<file path="src/hw/m6502_consts.svh">
`ifndef M6502_CONSTS_SVH
`define M6502_CONSTS_SVH

//////////////////////////////////////////////////
// bus widths

`define M6502_DATA_W 8                   // one byte per transfer.
`define M6502_ADDR_W 16                  // 64 KB address space.

//////////////////////////////////////////////////
// vectors

// address of the reset vector's low byte.
`define M6502_RESET_VECTOR 16'hfffc

`endif

</file>
<file path="src/hw/m6502_bus_pkg.sv">
`include "m6502_consts.svh"

package m6502_bus_pkg;

   typedef logic [`M6502_ADDR_W-1:0] addr_t;
   typedef logic [`M6502_DATA_W-1:0] byte_t;

   // states of the opcode fetch sequencer in the top level.
   typedef enum logic [2:0]
   {
      ST_RESET,
      ST_VECTOR,
      ST_FETCH,
      ST_DECODE,
      ST_EXECUTE
   } fetch_state_t;

endpackage

</file>
<file path="src/hw/m6502_isa_pkg.sv">
package m6502_isa_pkg;

   typedef logic [2:0] cpu_op_t;
   typedef logic [3:0] addr_mode_t;
   typedef logic [1:0] alu_func_t;

   //////////////////////////////////////////////////
   // operations

   localparam cpu_op_t OP_NOP       = 3'd0;
   localparam cpu_op_t OP_LOAD_A    = 3'd1;
   localparam cpu_op_t OP_LOAD_X    = 3'd2;
   localparam cpu_op_t OP_LOAD_Y    = 3'd3;
   localparam cpu_op_t OP_STORE_A   = 3'd4;
   localparam cpu_op_t OP_COMPARE   = 3'd5;
   localparam cpu_op_t OP_BRANCH_EQ = 3'd6;
   localparam cpu_op_t OP_BRANCH_NE = 3'd7;

   //////////////////////////////////////////////////
   // addressing modes

   localparam addr_mode_t MODE_NONE  = 4'd0;
   localparam addr_mode_t MODE_IMM   = 4'd1;
   localparam addr_mode_t MODE_ZP    = 4'd2;
   localparam addr_mode_t MODE_ZP_X  = 4'd3;
   localparam addr_mode_t MODE_ABS   = 4'd4;
   localparam addr_mode_t MODE_ABS_X = 4'd5;
   localparam addr_mode_t MODE_ABS_Y = 4'd6;
   localparam addr_mode_t MODE_IND_X = 4'd7;
   localparam addr_mode_t MODE_IND_Y = 4'd8;
   localparam addr_mode_t MODE_REL   = 4'd9;

   localparam alu_func_t ALU_PASS = 2'd0;
   localparam alu_func_t ALU_CMP  = 2'd1;
   localparam alu_func_t ALU_NONE = 2'd2;

   // loads only pass the byte to the flags, compare subtracts.
   function automatic alu_func_t op_alu_func(input cpu_op_t op);
      alu_func_t func;
      case (op)
         OP_LOAD_A, OP_LOAD_X, OP_LOAD_Y: func = ALU_PASS;
         OP_COMPARE:                      func = ALU_CMP;
         default:                         func = ALU_NONE;
      endcase
      return func;
   endfunction

endpackage

</file>
<file path="src/hw/m6502_alu.sv">
`timescale 1ns/100ps

module m6502_alu (
   input  logic                     clk,
   input  logic                     reset_n,
   input  logic                     alu_start,
   input  m6502_isa_pkg::alu_func_t alu_func,
   input  m6502_bus_pkg::byte_t     in_a,
   input  m6502_bus_pkg::byte_t     in_b,
   output logic                     flag_n,
   output logic                     flag_z,
   output logic                     flag_c
);

   logic [8:0] diff;

   assign diff = {1'b0, in_a} - {1'b0, in_b};   // bit 8 is the borrow.

   always_ff @(posedge clk)
   begin
      if (!reset_n)
      begin
         flag_n <= 1'b0;
         flag_z <= 1'b0;
         flag_c <= 1'b0;
      end
      else if (alu_start)
         case (alu_func)
            m6502_isa_pkg::ALU_CMP:
            begin
               flag_n <= diff[7];
               flag_z <= (in_a == in_b);
               flag_c <= !diff[8];                  // no borrow means a >= b.
            end
            m6502_isa_pkg::ALU_PASS:
            begin
               flag_n <= in_a[7];
               flag_z <= (in_a == 8'h00);
            end
            default: ;
         endcase
   end

endmodule

</file>
<file path="src/hw/m6502_cpu.sv">
`timescale 1ns/100ps
`include "m6502_consts.svh"

module m6502_cpu (
   input  logic                 clk,
   input  logic                 reset_n,
   output m6502_bus_pkg::addr_t addr,
   input  m6502_bus_pkg::byte_t rd_data,
   output m6502_bus_pkg::byte_t wr_data,
   output logic                 wr_en,
   output logic                 rd_req,
   input  logic                 ready
);

   m6502_bus_pkg::fetch_state_t fetch_state;
   m6502_bus_pkg::addr_t        pc;
   m6502_bus_pkg::addr_t        seq_addr;
   m6502_bus_pkg::byte_t        reg_a;
   m6502_bus_pkg::byte_t        reg_x;
   m6502_bus_pkg::byte_t        reg_y;
   m6502_bus_pkg::byte_t        opcode;
   logic                        vec_hi;
   logic                        decode_start;
   logic                        exec_start;
   logic                        in_execute;

   m6502_isa_pkg::cpu_op_t      op;
   m6502_isa_pkg::addr_mode_t   mode;
   m6502_isa_pkg::alu_func_t    dec_alu_func;
   logic                        op_valid;

   m6502_bus_pkg::addr_t        ex_addr;
   logic                        ex_rd_req;
   logic                        ex_wr_en;
   m6502_bus_pkg::byte_t        ex_wr_data;
   logic                        alu_start;
   m6502_isa_pkg::alu_func_t    alu_func;
   m6502_bus_pkg::byte_t        alu_in_a;
   m6502_bus_pkg::byte_t        alu_in_b;
   m6502_bus_pkg::byte_t        load_value;
   logic                        exec_done;
   m6502_bus_pkg::addr_t        pc_next;
   logic                        flag_z;

   //////////////////////////////////////////////////
   // fetch sequencer

   always_ff @(posedge clk)
   begin
      if (!reset_n)
      begin
         fetch_state  <= m6502_bus_pkg::ST_RESET;
         pc           <= '0;
         reg_a        <= '0;
         reg_x        <= '0;
         reg_y        <= '0;
         vec_hi       <= 1'b0;
         decode_start <= 1'b0;
         exec_start   <= 1'b0;
      end
      else
      begin
         decode_start <= 1'b0;
         exec_start   <= 1'b0;
         case (fetch_state)
            m6502_bus_pkg::ST_RESET:
               fetch_state <= m6502_bus_pkg::ST_VECTOR;
            m6502_bus_pkg::ST_VECTOR:
               if (ready)
               begin
                  vec_hi <= !vec_hi;
                  if (vec_hi)
                  begin
                     pc          <= {rd_data, pc[7:0]};
                     fetch_state <= m6502_bus_pkg::ST_FETCH;
                  end
                  else
                     pc <= {pc[15:8], rd_data};
               end
            m6502_bus_pkg::ST_FETCH:
               if (ready)
               begin
                  opcode       <= rd_data;
                  pc           <= pc + 16'd1;
                  decode_start <= 1'b1;
                  fetch_state  <= m6502_bus_pkg::ST_DECODE;
               end
            m6502_bus_pkg::ST_DECODE:
            begin
               exec_start  <= 1'b1;              // decode outputs are valid from here on.
               fetch_state <= m6502_bus_pkg::ST_EXECUTE;
            end
            default:
               if (exec_done)
               begin
                  pc          <= pc_next;
                  fetch_state <= m6502_bus_pkg::ST_FETCH;
                  if (op_valid && dec_alu_func == m6502_isa_pkg::ALU_PASS)
                     case (op)
                        m6502_isa_pkg::OP_LOAD_A: reg_a <= load_value;
                        m6502_isa_pkg::OP_LOAD_X: reg_x <= load_value;
                        m6502_isa_pkg::OP_LOAD_Y: reg_y <= load_value;
                        default: ;
                     endcase
               end
         endcase
      end
   end

   // execute owns the port for the whole execute state.
   assign in_execute = (fetch_state == m6502_bus_pkg::ST_EXECUTE);
   assign seq_addr   = (fetch_state == m6502_bus_pkg::ST_VECTOR) ?
                       `M6502_RESET_VECTOR + m6502_bus_pkg::addr_t'(vec_hi) : pc;
   assign addr       = in_execute ? ex_addr : seq_addr;
   assign rd_req     = in_execute ? ex_rd_req : (fetch_state == m6502_bus_pkg::ST_VECTOR ||
                                                 fetch_state == m6502_bus_pkg::ST_FETCH);
   assign wr_en      = in_execute && ex_wr_en;
   assign wr_data    = ex_wr_data;

   m6502_decode u_decode (
      .clk          (clk),
      .reset_n      (reset_n),
      .decode_start (decode_start),
      .opcode       (opcode),
      .op           (op),
      .mode         (mode),
      .alu_func     (dec_alu_func),
      .op_valid     (op_valid)
   );

   m6502_execute u_execute (
      .clk         (clk),
      .reset_n     (reset_n),
      .exec_start  (exec_start),
      .op          (op),
      .mode        (mode),
      .pc          (pc),
      .reg_a       (reg_a),
      .reg_x       (reg_x),
      .reg_y       (reg_y),
      .flag_z      (flag_z),
      .bus_addr    (ex_addr),
      .bus_rd_req  (ex_rd_req),
      .bus_wr_en   (ex_wr_en),
      .bus_wr_data (ex_wr_data),
      .bus_rdata   (rd_data),
      .ready       (ready),
      .alu_start   (alu_start),
      .alu_func    (alu_func),
      .alu_in_a    (alu_in_a),
      .alu_in_b    (alu_in_b),
      .load_value  (load_value),
      .exec_done   (exec_done),
      .pc_next     (pc_next)
   );

   m6502_alu u_alu (
      .clk       (clk),
      .reset_n   (reset_n),
      .alu_start (alu_start),
      .alu_func  (alu_func),
      .in_a      (alu_in_a),
      .in_b      (alu_in_b),
      .flag_n    (),
      .flag_z    (flag_z),
      .flag_c    ()
   );

endmodule

</file>
<file path="src/hw/m6502_decode.sv">
`timescale 1ns/100ps

module m6502_decode (
   input  logic                      clk,
   input  logic                      reset_n,
   input  logic                      decode_start,
   input  m6502_bus_pkg::byte_t      opcode,
   output m6502_isa_pkg::cpu_op_t    op,
   output m6502_isa_pkg::addr_mode_t mode,
   output m6502_isa_pkg::alu_func_t  alu_func,
   output logic                      op_valid
);

   m6502_isa_pkg::cpu_op_t    nxt_op;
   m6502_isa_pkg::addr_mode_t nxt_mode;
   m6502_isa_pkg::addr_mode_t grp_mode;
   logic                      nxt_valid;

   always_comb
   begin
      case (opcode[4:2])                            // bbb field of aaabbbcc.
         3'd0:    grp_mode = m6502_isa_pkg::MODE_IND_X;
         3'd1:    grp_mode = m6502_isa_pkg::MODE_ZP;
         3'd2:    grp_mode = m6502_isa_pkg::MODE_IMM;
         3'd3:    grp_mode = m6502_isa_pkg::MODE_ABS;
         3'd4:    grp_mode = m6502_isa_pkg::MODE_IND_Y;
         3'd5:    grp_mode = m6502_isa_pkg::MODE_ZP_X;
         3'd6:    grp_mode = m6502_isa_pkg::MODE_ABS_Y;
         default: grp_mode = m6502_isa_pkg::MODE_ABS_X;
      endcase
   end

   always_comb
   begin
      nxt_op    = m6502_isa_pkg::OP_NOP;
      nxt_mode  = grp_mode;
      nxt_valid = 1'b1;
      casez (opcode)
         8'h89:      nxt_valid = 1'b0;              // no immediate store.
         8'b101???01: nxt_op = m6502_isa_pkg::OP_LOAD_A;
         8'b100???01: nxt_op = m6502_isa_pkg::OP_STORE_A;
         8'b110???01: nxt_op = m6502_isa_pkg::OP_COMPARE;
         8'ha2:
         begin
            nxt_op   = m6502_isa_pkg::OP_LOAD_X;
            nxt_mode = m6502_isa_pkg::MODE_IMM;
         end
         8'ha0:
         begin
            nxt_op   = m6502_isa_pkg::OP_LOAD_Y;
            nxt_mode = m6502_isa_pkg::MODE_IMM;
         end
         8'hf0:
         begin
            nxt_op   = m6502_isa_pkg::OP_BRANCH_EQ;
            nxt_mode = m6502_isa_pkg::MODE_REL;
         end
         8'hd0:
         begin
            nxt_op   = m6502_isa_pkg::OP_BRANCH_NE;
            nxt_mode = m6502_isa_pkg::MODE_REL;
         end
         default: nxt_valid = 1'b0;
      endcase
      if (!nxt_valid)
         nxt_mode = m6502_isa_pkg::MODE_NONE;      // unknown opcodes run as one-byte nops.
   end

   always_ff @(posedge clk)
   begin
      if (!reset_n)
      begin
         op       <= m6502_isa_pkg::OP_NOP;
         mode     <= m6502_isa_pkg::MODE_NONE;
         alu_func <= m6502_isa_pkg::ALU_NONE;
         op_valid <= 1'b0;
      end
      else if (decode_start)
      begin
         op       <= nxt_op;
         mode     <= nxt_mode;
         alu_func <= m6502_isa_pkg::op_alu_func(nxt_op);
         op_valid <= nxt_valid;
      end
   end

endmodule

</file>
<file path="src/hw/m6502_execute.sv">
`timescale 1ns/100ps

module m6502_execute (
   input  logic                      clk,
   input  logic                      reset_n,
   input  logic                      exec_start,
   input  m6502_isa_pkg::cpu_op_t    op,
   input  m6502_isa_pkg::addr_mode_t mode,
   input  m6502_bus_pkg::addr_t      pc,
   input  m6502_bus_pkg::byte_t      reg_a,
   input  m6502_bus_pkg::byte_t      reg_x,
   input  m6502_bus_pkg::byte_t      reg_y,
   input  logic                      flag_z,
   output m6502_bus_pkg::addr_t      bus_addr,
   output logic                      bus_rd_req,
   output logic                      bus_wr_en,
   output m6502_bus_pkg::byte_t      bus_wr_data,
   input  m6502_bus_pkg::byte_t      bus_rdata,
   input  logic                      ready,
   output logic                      alu_start,
   output m6502_isa_pkg::alu_func_t  alu_func,
   output m6502_bus_pkg::byte_t      alu_in_a,
   output m6502_bus_pkg::byte_t      alu_in_b,
   output m6502_bus_pkg::byte_t      load_value,
   output logic                      exec_done,
   output m6502_bus_pkg::addr_t      pc_next
);

   typedef enum logic [2:0]
   {
      EX_IDLE,
      EX_OPERAND,
      EX_ADDR_HI,
      EX_PTR_LO,
      EX_PTR_HI,
      EX_ACCESS
   } exec_state_t;

   exec_state_t               state;
   m6502_isa_pkg::cpu_op_t    op_r;
   m6502_isa_pkg::addr_mode_t mode_r;
   m6502_bus_pkg::addr_t      pc_r;
   m6502_bus_pkg::byte_t      addr_lo;
   m6502_bus_pkg::byte_t      pre_idx;
   m6502_bus_pkg::byte_t      post_idx;
   m6502_bus_pkg::addr_t      pc_after;
   m6502_bus_pkg::addr_t      branch_target;
   logic [1:0]                oper_len;
   logic                      is_store;
   logic                      is_abs;
   logic                      is_last;
   logic                      taken;

   always_comb
   begin
      pre_idx  = 8'h00;
      post_idx = 8'h00;
      oper_len = 2'd1;
      case (mode_r)
         m6502_isa_pkg::MODE_ZP_X, m6502_isa_pkg::MODE_IND_X: pre_idx = reg_x;
         m6502_isa_pkg::MODE_IND_Y: post_idx = reg_y;
         m6502_isa_pkg::MODE_ABS:   oper_len = 2'd2;
         m6502_isa_pkg::MODE_ABS_X:
         begin
            post_idx = reg_x;
            oper_len = 2'd2;
         end
         m6502_isa_pkg::MODE_ABS_Y:
         begin
            post_idx = reg_y;
            oper_len = 2'd2;
         end
         default: ;
      endcase
   end

   assign is_store      = (op_r == m6502_isa_pkg::OP_STORE_A);
   assign is_abs        = (oper_len == 2'd2);
   assign bus_rd_req    = (state inside {EX_OPERAND, EX_ADDR_HI, EX_PTR_LO, EX_PTR_HI}) ||
                          (state == EX_ACCESS && !is_store);
   assign bus_wr_en     = (state == EX_ACCESS) && is_store;
   assign bus_wr_data   = reg_a;
   assign is_last       = ready && (state == EX_ACCESS || (state == EX_OPERAND &&
                          mode_r inside {m6502_isa_pkg::MODE_IMM, m6502_isa_pkg::MODE_REL}));
   assign pc_after      = pc_r + m6502_bus_pkg::addr_t'(oper_len);
   assign branch_target = pc_after + {{8{bus_rdata[7]}}, bus_rdata};   // signed offset.
   assign taken         = (op_r == m6502_isa_pkg::OP_BRANCH_EQ) ? flag_z : !flag_z;

   //////////////////////////////////////////////////
   // address sequencer

   always_ff @(posedge clk)
   begin
      if (!reset_n)
      begin
         state     <= EX_IDLE;
         exec_done <= 1'b0;
         alu_start <= 1'b0;
      end
      else
      begin
         exec_done <= is_last || (exec_start && mode == m6502_isa_pkg::MODE_NONE);
         alu_start <= is_last && (m6502_isa_pkg::op_alu_func(op_r) != m6502_isa_pkg::ALU_NONE);
         case (state)
            EX_IDLE:
               if (exec_start && mode != m6502_isa_pkg::MODE_NONE)
                  state <= EX_OPERAND;
            EX_OPERAND:
               if (ready)
               begin
                  if (mode_r inside {m6502_isa_pkg::MODE_IMM, m6502_isa_pkg::MODE_REL})
                     state <= EX_IDLE;
                  else if (mode_r inside {m6502_isa_pkg::MODE_IND_X, m6502_isa_pkg::MODE_IND_Y})
                     state <= EX_PTR_LO;
                  else
                     state <= is_abs ? EX_ADDR_HI : EX_ACCESS;
               end
            EX_ADDR_HI, EX_PTR_HI:
               if (ready)
                  state <= EX_ACCESS;
            EX_PTR_LO:
               if (ready)
                  state <= EX_PTR_HI;
            default:
               if (ready)
                  state <= EX_IDLE;
         endcase
      end
   end

   always_ff @(posedge clk)
   begin
      if (exec_start)
      begin
         op_r     <= op;
         mode_r   <= mode;
         pc_r     <= pc;
         bus_addr <= pc;                                // operand byte comes first.
         pc_next  <= pc;
      end
      if (ready)
         case (state)
            EX_OPERAND:
            begin
               addr_lo  <= bus_rdata;
               bus_addr <= is_abs ? pc_r + 16'd1 : {8'h00, bus_rdata + pre_idx};
            end
            EX_ADDR_HI, EX_PTR_HI:
               bus_addr <= {bus_rdata, addr_lo} + m6502_bus_pkg::addr_t'(post_idx);
            EX_PTR_LO:
            begin
               addr_lo  <= bus_rdata;
               bus_addr <= {8'h00, bus_addr[7:0] + 8'h01};  // pointer high byte wraps in page 0.
            end
            default: ;
         endcase
      if (is_last)
      begin
         load_value <= bus_rdata;
         alu_func   <= m6502_isa_pkg::op_alu_func(op_r);
         alu_in_a   <= (op_r == m6502_isa_pkg::OP_COMPARE) ? reg_a : bus_rdata;
         alu_in_b   <= bus_rdata;
         pc_next    <= (mode_r == m6502_isa_pkg::MODE_REL && taken) ? branch_target : pc_after;
      end
   end

endmodule

</file>
<file path="config.mk">
export PLATFORM = sky130hd
export DESIGN_NAME = m6502_cpu
export DESIGN_NICKNAME = d
export VERILOG_FILES = /design/src/hw/m6502_bus_pkg.sv /design/src/hw/m6502_isa_pkg.sv /design/src/hw/m6502_alu.sv /design/src/hw/m6502_cpu.sv /design/src/hw/m6502_decode.sv /design/src/hw/m6502_execute.sv
export VERILOG_INCLUDE_DIRS = /design/src /design/src/hw
export SDC_FILE = /design/constraint.sdc
export NUM_CORES = 1
export LEC_CHECK = 0
export ABC_AREA = 1
export BUFFER_PORTS_ARGS = -buffer_cell sky130_fd_sc_hd__buf_4
export CAP_MARGIN = 20
export CORE_AREA = 2 2 145 161
export DETAILED_ROUTE_END_ITERATION = 7
export DIE_AREA = 0 0 147 163
export PLACE_DENSITY = 0.61
export SLEW_MARGIN = 20
export SYNTH_ARGS = -nofsm -noshare
export SYNTH_HDL_FRONTEND = slang
export SYNTH_SLANG_ARGS = --single-unit
</file>
<file path="constraint.sdc">
create_clock -name clk -period 8.8 [get_ports clk]
set_input_delay 0.44 -clock clk [delete_from_list [all_inputs] [get_ports clk]]
set_output_delay 0.44 -clock clk [all_outputs]
set_load 0.02 [all_outputs]
</file>
==> impl_metrics.csv, run 1 <==
group,metric,value,unit
run_status,outcome,"finished, final reports clean",
cts,cts_setup_buffers,0,
sta,max_clock_freq,0.304,GHz
cts,cts_max_path_buffers,2,
yosys,synth_flop_cell,"dfxtp_1",
sta,worst_slew_pin_slew,823,ps
grt,grt_antenna_before_repair,0,
sta,fin_skew,8.78,ps
pwr,vdd_ir_drop_max,0.000159,V
critical_path,start_kind,"register",
final_layout,final_cell_mix,"330 x nand2_1, 180 x inv_1, 123 x a21oi_1",
cts,clock_latency,430,ps
yosys,synthDistinctLibCells,58,
yosys,yosysWarnings,0,
sta,timing.hold.ws,400,ps
floorplan,die_w,147,um
cts,cts-root-buf,"clkbuf_16",
placed_design,hpwl,24500,um
route,vias,9672,
critical_path,critPathMaxStageDelay,430,ps
grt,grt_use_total,0.274,
final_layout,nNetsFinal,1471,
sta,finalSetupViolCount,0,
sta,post-route-period-util,0.374,
yosys,seq_area_frac_synth,0.379,
grt,overflow,0,
yosys,ys_ff_latch,151,
final_layout,antenna_cells,0,
route,final_antenna_net_count,0,
floorplan,coreArea,22500,sq um
cts,cts.repair.resized,0,
min_path,hp-class,"primary input to register",
grt,grt_pass1_wl,49900,um
cts,cts_buffers,17,
final_layout,fill_cells,2288,
floorplan,start_util,0.441,
route,wl,32600,um
cts,path_clk_slew,70,ps
critical_path,path_cells,"inv_1 > nor2_4 > nand2_4 > xor2_1 > inv_1 > ha_1 > inv_1 > nand2_2 > or2_2 > nand2_1 > inv_1 > ha_1 > or2_2 > nand3_1 > nand2_1 > nand2_1 > nand3_1 > nand3_1 > nand2_1 > nand3_1 > nand2_1",
critical_path,cp_slowest_cell,"edfxtp_1",
critical_path,crit_fanout,5,
cts,cts_htree_levels,4,
floorplan,dieArea,24000,sq um
critical_path,cp-end-kind,"register",
route,dr.pass1.iters,6,
pwr,powerDensity,239,nW/um^2
cts,clock-sinks,151,
sta,hold_viol_final,0,
flow_run,drv_cap,0,
yosys,synth_edf_count,73,
yosys,synth.cell_area,9910,sq um
placed_design,gp_congestion,0.962,
route,viasPerCell,5.58,
critical_path,required,8990,ps
yosys,synth_fp_nets,1440,
final_layout,final_common_cell,"nand2_1",
final_layout,area_growth_syn_to_layout,11.4,%
sta,relSlewSlack,0.450,
floorplan,io_pins,37,
yosys,async_flop_share,0,
critical_path,worstSetupPathType,"register to register",
yosys,synth_cells,1389,
sta,min_period,3290,ps
sta,setup_ws,5510,ps
sta,finalSetupTns,0,ps
sta,slew_viol_final,0,
cts,hold_buffers,0,
floorplan,die_y,163,um
yosys,avgSynthCellArea,7.14,sq um
critical_path,crit_top_cell,"nand2_1",
pwr,p_leak,4.74,nW
placed_design,io_buffers,36,
route,wire_per_inst,18.8,um
grt,grt_max_degree,40,
floorplan,rows,58,
placed_design,place_ws,5560,ps
final_layout,layout-drive-gt1-share,0.0872,
grt,grt_pass1_vias,8858,
route,drt_iter0_drc,820,
critical_path,arrival,3480,ps
route,drc,0,
sta,rsz0062_at_grt,"false",
cts,cts_tree,"yes",
synthesized netlist by cell type (2+ instances only):
library cell  number  share of area
ha_1              37          0.047
a21oi_1          123          0.062
xnor2_1            4         0.0035
a22oi_1            2         0.0015
o21ai_0          111          0.056
inv_2              7         0.0027
o21a_1             3         0.0023
o22ai_1           11         0.0069
nor2_4             4         0.0045
a211oi_1           2         0.0015
o31ai_1            2         0.0015
o21ai_2            3         0.0027
a31oi_1            5         0.0032
dfxtp_1           78           0.16
nor2_1           111          0.042
a21boi_1           4         0.0030
nor2_2            12         0.0076
nand2_1          330           0.12
clkbuf_2           3         0.0015
fa_1               3         0.0061
nor4_1             6         0.0038
buf_6              3         0.0034
edfxtp_1          73           0.22
a21o_1             2         0.0015
nand3b_1           6         0.0045
buf_4              2         0.0015
nand2_2            5         0.0032
xor2_1            11         0.0097
buf_2              7         0.0035
nor3_1            27          0.014
o211ai_1          27          0.020
and2_1             4         0.0025
nand2_4            2         0.0023
a21oi_2            2         0.0018
or2_2              7         0.0044
o21ai_1            6         0.0030
inv_1            180          0.068
nand4_1           20          0.013
clkbuf_1          14         0.0053
nand3_1          111          0.056
o21bai_1           2         0.0015
cell type report:
cell class / instances / area (sq um) / area share
multi-input combinational: 1018 / 5290 / 0.478
clock buffer: 18 / 429 / 0.0389
clock inverter: 14 / 165 / 0.0150
timing repair buffer: 43 / 320 / 0.0290
sequential: 151 / 3750 / 0.340
inverter: 189 / 717 / 0.0649
tap: 300 / 375 / 0.0340
state kept, by name, indices dropped and copies added, names as in the netlist, 4 cells and up:
register / cells
opcode: 8
reg_a: 8
u_execute.pc_next: 16
reg_x: 8
u_decode.mode: 4
u_execute.pc_r: 16
u_execute.mode_r: 4
u_execute.alu_in_b: 8
u_execute.alu_in_a: 8
u_execute.addr_lo: 8
reg_y: 8
pc: 16
u_execute.bus_addr: 16
metal layers:
metal	global-route usage	vias to the layer above	wire (um)
li1	-	4758	-
met1	0.344	4521	13800
met2	0.473	313	15700
met3	0.0314	80	1530
met4	0.127	0	1520
met5	0	-	0
metrics by stage:
stage	util	std cells	power (mW)	area [sq um]
2_1_floorplan	-	1389	1.57	9910
5_1_grt	0.491	1733	2.78	11000
4_1_cts	0.491	1732	2.64	11000
3_5_place_dp	0.464	1700	1.89	10400
3_3_place_gp	0.464	1700	1.89	10400
6_report	0.491	1733	2.64	11000
cell families (layout without fill, tap and decap cells):
kind of cell	Yosys count	count (layout)	synth area share
simple gates	650	650	0.289
mux	2	2	0.00215
buf+inv	220	264	0.0887
compound gates	311	311	0.175
xor+xnor	15	15	0.0133
fa+ha+maj	40	40	0.0528
flops	151	151	0.379
report_power, final:
part           switching [mW]  internal (mW)  total (mW)
clock                   0.321          0.428       0.748
combinational           0.607          0.309       0.916
sequential              0.129          0.848       0.977
worst max-delay path, delay by kind of cell (launching register included):
kind / cells / cell delay [ps]
buf+inv: 4 / 310
xor+xnor: 1 / 160
simple gates: 14 / 1670
fa+ha+maj: 2 / 510
flops: 1 / 430
path summary, 6_finish.rpt:
path	end	cells past startpoint	start	slack, ps
min reg2reg	reg_y[3]	2	reg_y[3]	470
min	u_execute.alu_in_b[6]	1	rd_data[6]	400
max	u_execute.pc_next[15]	21	u_execute.mode_r[2]	5510
max reg2reg	u_execute.pc_next[15]	21	u_execute.mode_r[2]	5510
Power figures use the tool's default switching activity.
==> inputs of run 2 (changes only) <==
--- a/config.mk
+++ b/config.mk
@@ -12,7 +12,7 @@
 export CORE_AREA = 2 2 145 161
 export DETAILED_ROUTE_END_ITERATION = 7
 export DIE_AREA = 0 0 147 163
-export PLACE_DENSITY = 0.61
+export PLACE_DENSITY = 0.64
 export SLEW_MARGIN = 20
 export SYNTH_ARGS = -nofsm -noshare
 export SYNTH_HDL_FRONTEND = slang
==> constraint.sdc (replaced) <==
create_clock -name clk -period 2.7 [get_ports clk]
set_input_delay 0.135 -clock clk [delete_from_list [all_inputs] [get_ports clk]]
set_output_delay 0.135 -clock clk [all_outputs]
set_load 0.02 [all_outputs]
==> impl_metrics.csv, run 2 (same netlist as run 1, synthesis figures left out) <==
group,metric,value,unit
route,vias,10200,
floorplan,coreArea,22500,sq um
critical_path,start_kind,"register",
critical_path,cp-end-kind,"register",
placed_design,gp_congestion,0.958,
sta,hold_viol_final,0,
floorplan,start_util,0.441,
final_layout,fill_cells,2178,
sta,finalSetupViolCount,16,
critical_path,crit_fanout,6,
cts,clock_latency,440,ps
sta,worst_slew_pin_slew,765,ps
floorplan,die_y,163,um
route,final_antenna_net_count,0,
critical_path,crit_family,"simple AND/OR/NAND/NOR gates",
sta,slew_viol_final,0,
route,viasPerCell,5.53,
sta,max_clock_freq,0.334,GHz
route,drt_iter0_drc,872,
floorplan,die_w,147,um
final_layout,final_util,0.554,
cts,cts_buffers,17,
final_layout,final_common_cell,"nand2_1",
critical_path,critPathMaxStageDelay,470,ps
cts,clock-sinks,151,
route,dr.pass1.iters,6,
floorplan,io_pins,37,
critical_path,worstSetupPathType,"register to register",
cts,cts-root-buf,"clkbuf_16",
floorplan,rows,58,
critical_path,cp_slowest_cell,"edfxtp_1",
route,drc,0,
route,wl,34400,um
critical_path,arrival,3200,ps
final_layout,area_growth_syn_to_layout,25.8,%
grt,grt_pass1_vias,9606,
pwr,p_leak,5.34,nW
cts,cts_tree,"yes",
sta,relSlewSlack,0.488,
grt,grt_antenna_before_repair,0,
critical_path,path_cells,"nor2_4 > nand2_4 > buf_6 > a21oi_4 > nand2_2 > xor2_2 > ha_1 > buf_6 > nand2_4 > inv_4 > nand2_4 > nor3_4 > nand2_4 > nand2_2 > nand2_2 > nand3_2 > nand2_1 > nand3_1 > nand2_1",
placed_design,place_inst,1787,
route,wire_per_inst,18.7,um
cts,cts_htree_levels,4,
placed_design,postPlaceCellArea,11200,sq um
final_layout,post-route-cell-area,12500,sq um
grt,grt_max_degree,37,
critical_path,crit_top_cell,"nand2_4",
floorplan,dieArea,24000,sq um
final_layout,final_cell_mix,"281 x nand2_1, 167 x inv_1, 142 x buf_4",
sta,setup_ws,-297,ps
placed_design,io_buffers,36,
pwr,powerDensity,706,nW/um^2
pwr,p_total,8.81,mW
critical_path,critical_path_buf_inv_count,3,
sta,fin_skew,17.0,ps
sta,rsz0062_at_grt,"true",
placed_design,hpwl,25400,um
flow_run,drv_cap,0,
run_status,violations,"negative setup slack",
grt,overflow,0,
critical_path,required,2900,ps
grt,grt_use_total,0.288,
run_status,outcome,"complete, but fails checks",
final_layout,final_cells,1837,
sta,min_period,3000,ps
sta,post-route-period-util,1.11,
final_layout,nNetsFinal,1575,
cts,cts_max_path_buffers,2,
min_path,hp-class,"primary input to register",
final_layout,layout-drive-gt1-share,0.233,
cts,path_clk_slew,70,ps
final_layout,antenna_cells,0,
sta,timing.hold.ws,64.4,ps
grt,grt_pass1_wl,52800,um
pwr,vdd_ir_drop_max,0.000548,V
[run 2: layout make-up]
class	count	area, sq um	area share
clock inverters	14	135	0.0108
inverters	189	724	0.0581
multi-input cells	1018	5930	0.475
clock buffers	18	429	0.0344
repair buffers	147	1120	0.0900
flip-flops and latches	151	3750	0.301
well taps	300	375	0.0301
[run 2: metrics by stage]
stage	worst slack [ps]	TNS (ps)
after floorplan	-44.7	-121
after global placement	-458	-2910
after detailed placement	-480	-3690
after CTS	-282	-2890
after global routing	-478	-6520
final	-297	-2850
[run 2: metal layers]
metal | track usage | vias up | part of all wire
li1 | - | 4960 | -
met1 | 0.357 | 4736 | 0.41
met2 | 0.496 | 367 | 0.49
met3 | 0.0378 | 98 | 0.050
met4 | 0.139 | 0 | 0.049
met5 | 0 | - | 0
[run 2: final timing paths]
| check | start | end | slack (ps) | depth (start not counted) |
|---|---|---|---|---|
| setup / recovery | u_execute.mode_r[3] | u_execute.pc_next[15] | -300 | 19 |
| hold / removal | rd_data[3] | opcode[3] | 60 | 1 |
| setup reg to reg | u_execute.mode_r[3] | u_execute.pc_next[15] | -300 | 19 |
| hold reg to reg | u_decode.op_valid | u_decode.op_valid | 470 | 2 |
[run 2: repair_timing]
action                                  in CTS  in global routing
endpoints found under the setup margin      25                 29
buffers inserted                            12                  6
pin swaps                                   39                 59
resized for setup                           72                 79
hold buffers                                 0                  0
[run 2: power by group]
| group | internal (mW) | switching (mW) |
|---|---|---|
| registers | 2.76 | 0.424 |
| logic | 1.19 | 2.09 |
| clock network | 1.29 | 1.04 |
==> inputs of run 3 (changes only) <==
--- a/config.mk
+++ b/config.mk
@@ -8,11 +8,11 @@
 export LEC_CHECK = 0
 export ABC_AREA = 1
 export BUFFER_PORTS_ARGS = -buffer_cell sky130_fd_sc_hd__buf_4
-export CAP_MARGIN = 20
+export CAP_MARGIN = 30
 export CORE_AREA = 2 2 145 161
 export DETAILED_ROUTE_END_ITERATION = 7
 export DIE_AREA = 0 0 147 163
-export PLACE_DENSITY = 0.64
+export PLACE_DENSITY = 0.68
 export SLEW_MARGIN = 20
 export SYNTH_ARGS = -nofsm -noshare
 export SYNTH_HDL_FRONTEND = slang
==> impl_metrics.csv, run 3 (same netlist as run 1, synthesis figures left out) <==
group,metric,value,unit
final_layout,final_cell_mix,"280 x nand2_1, 164 x inv_1, 151 x buf_4",
placed_design,gp_congestion,0.957,
critical_path,reg2reg_slack,-270,ps
grt,grt_pass1_wl,53300,um
route,drc,21,
critical_path,r2r_end,"u_execute.pc_next[9]",
route,wl,35000,um
pwr,p_comb_frac,0.379,
critical_path,rr_worst_depth,23,
run_status,violations,"design-rule violations, negative setup slack",
min_path,hp-start,"rd_data[3]",
final_layout,fill_cells,2050,
pwr,vdd_ir_drop_max,0.000396,V
final_layout,nNetsFinal,1591,
cts,cts-root-buf,"clkbuf_16",
critical_path,required,2890,ps
cts,path_clk_slew,70,ps
route,met2_length,16900,um
floorplan,coreArea,22500,sq um
sta,slew_viol_final,0,
final_layout,area_growth_syn_to_layout,30.7,%
sta,post-route-period-util,1.10,
sta,worst_slew_pin_slew,794,ps
placed_design,hpwl,25100,um
route,wl_met3,2110,um
critical_path,arrival,3160,ps
sta,finalSetupTns,-2140,ps
sta,rsz0062_at_grt,"true",
critical_path,crit_fanout,5,
min_path,holdPathEnd,"opcode[3]",
route,wire_per_inst,18.9,um
cts,cts_buffers,17,
pwr,p_clk_frac,0.274,
floorplan,start_util,0.441,
route,drt_iter0_drc,847,
floorplan,io_pins,37,
sta,relSlewSlack,0.468,
sta,fin_skew,14.1,ps
floorplan,die_w,147,um
final_layout,layout-drive-gt1-share,0.267,
cts,clock-sinks,151,
pwr,p_leak,5.44,nW
final_layout,final_common_cell,"nand2_1",
pwr,p_int,5.38,mW
flow_run,drv_cap,0,
critical_path,start_kind,"register",
min_path,hp-class,"primary input to register",
sta,finalSetupViolCount,13,
route,top_layer,"met4",
cts,cts_max_path_buffers,2,
critical_path,worstSetupPathType,"register to register",
grt,grt_max_degree,37,
critical_path,cp-end-kind,"register",
grt,grt_antenna_before_repair,0,
cts,hold_buffers,0,
run_status,outcome,"complete, but fails checks",
grt,grt_use_total,0.288,
sta,min_period,2970,ps
cts,cts_htree_levels,4,
pwr,seqPwrFrac,0.347,
sta,hold_viol_final,0,
critical_path,cp_slowest_cell,"edfxtp_1",
min_path,holdPathStages,1,
cts,clock_latency,440,ps
final_layout,antenna_cells,0,
floorplan,dieArea,24000,sq um
floorplan,rows,58,
sta,setup_ws,-265,ps
critical_path,path_cells,"inv_2 > nor2_4 > nand2_4 > xor2_1 > inv_1 > ha_2 > inv_2 > nand2_4 > inv_4 > o21ai_0 > nand2_2 > inv_2 > ha_4 > nand2_2 > nand2_2 > a21oi_2 > buf_4 > buf_4 > nand2_2 > nand2_2 > nand3_1 > nand3_1 > o21ai_1",
route,dr.pass1.iters,8,
pwr,powerDensity,697,nW/um^2
cts,cts_tree,"yes",
route,met1Wirelength,13700,um
pwr,switching_share,0.404,
floorplan,die_y,163,um
grt,overflow,0,
grt,grt_pass1_vias,9979,
critical_path,critPathMaxStageDelay,430,ps
route,vias,10500,
sta,max_clock_freq,0.337,GHz
sta,timing.hold.ws,88.8,ps
placed_design,io_buffers,36,
critical_path,worstReg2RegStart,"u_execute.mode_r[2]",
route,viasPerCell,5.65,
critical_path,crit_top_cell,"nand2_2",
pwr,switching_power,3.65,mW
route,final_antenna_net_count,0,
[run 3: cell count changes in the layout (fill, tap and decap cells not counted), sizes merged]
cell | before | now
buf | 147 | 163
clkbuf | 18 | 19
clkinv | 4 | 3
clkinvlp | 1 | 0
inv | 197 | 198
[run 3: what timing repair did]
action	in CTS	in global routing
setup buffers	24	15
setup endpoints to repair	23	28
pin swaps	42	82
resized for setup	92	122
[run 3: worst max-delay path by stage]
stage                                    from                     to  depth (start not counted)
after floorplan           u_execute.mode_r[3]   u_execute.pc_next[9]                         20
after global placement    u_execute.mode_r[3]  u_execute.pc_next[14]                         15
after detailed placement  u_execute.mode_r[3]  u_execute.pc_next[14]                         15
after CTS                 u_execute.mode_r[2]  u_execute.pc_next[14]                         18
after global routing      u_execute.mode_r[2]  u_execute.pc_next[13]                         24
final                     u_execute.mode_r[2]   u_execute.pc_next[9]                         23
[run 3: critical path, delay by kind of cell (launching register included)]
| family | cells | cell delay (ps) |
|---|---|---|
| DFF | 1 | 430 |
| xor gates and xnor gates | 1 | 140 |
| and+or+nand+nor | 10 | 770 |
| AOI/OAI and AO/OA | 3 | 460 |
| buffers and inverters | 7 | 530 |
| adders and majority gates | 2 | 390 |
[run 3: power by group through the flow]
stage	clock (mW)	combinational (mW)	sequential, mW
6_report	2.47	3.42	3.13
5_1_grt	2.57	3.72	3.16
4_1_cts	2.48	3.29	3.12
3_5_place_dp	0	3.18	3.16
3_3_place_gp	0	3.14	3.16
2_1_floorplan	0	2.11	3.05
[run 3: final cells by class]
type | instances | area [sq um] | share of cell area
Multi-Input combinational cell | 1018 | 6230 | 0.481
Inverter | 189 | 724 | 0.0559
Sequential cell | 151 | 3750 | 0.290
Clock inverter | 13 | 148 | 0.0114
Tap cell | 300 | 375 | 0.0290
Clock buffer | 19 | 454 | 0.0351
Timing Repair Buffer | 163 | 1270 | 0.0979
[run 3: per-stage QoR]
| step | setup WS, ps | area, sq um | util | instances | total power [mW] |
|---|---|---|---|---|---|
| finish | -265 | 13000 | 0.576 | 1853 | 9.03 |
| global route | -450 | 13000 | 0.576 | 1853 | 9.45 |
| CTS | -181 | 12400 | 0.550 | 1840 | 8.89 |
| detailed placement | -374 | 11200 | 0.498 | 1785 | 6.34 |
| global placement | -362 | 11200 | 0.498 | 1785 | 6.31 |
| floorplan | -44.7 | 10000 | - | 1389 | 5.16 |
[run 3: layer usage]
layer,global-route usage,vias to the layer above
met4,0.173,0
met5,0,-
li1,-,4980
met2,0.493,444
met1,0.340,4900
met3,0.0471,150
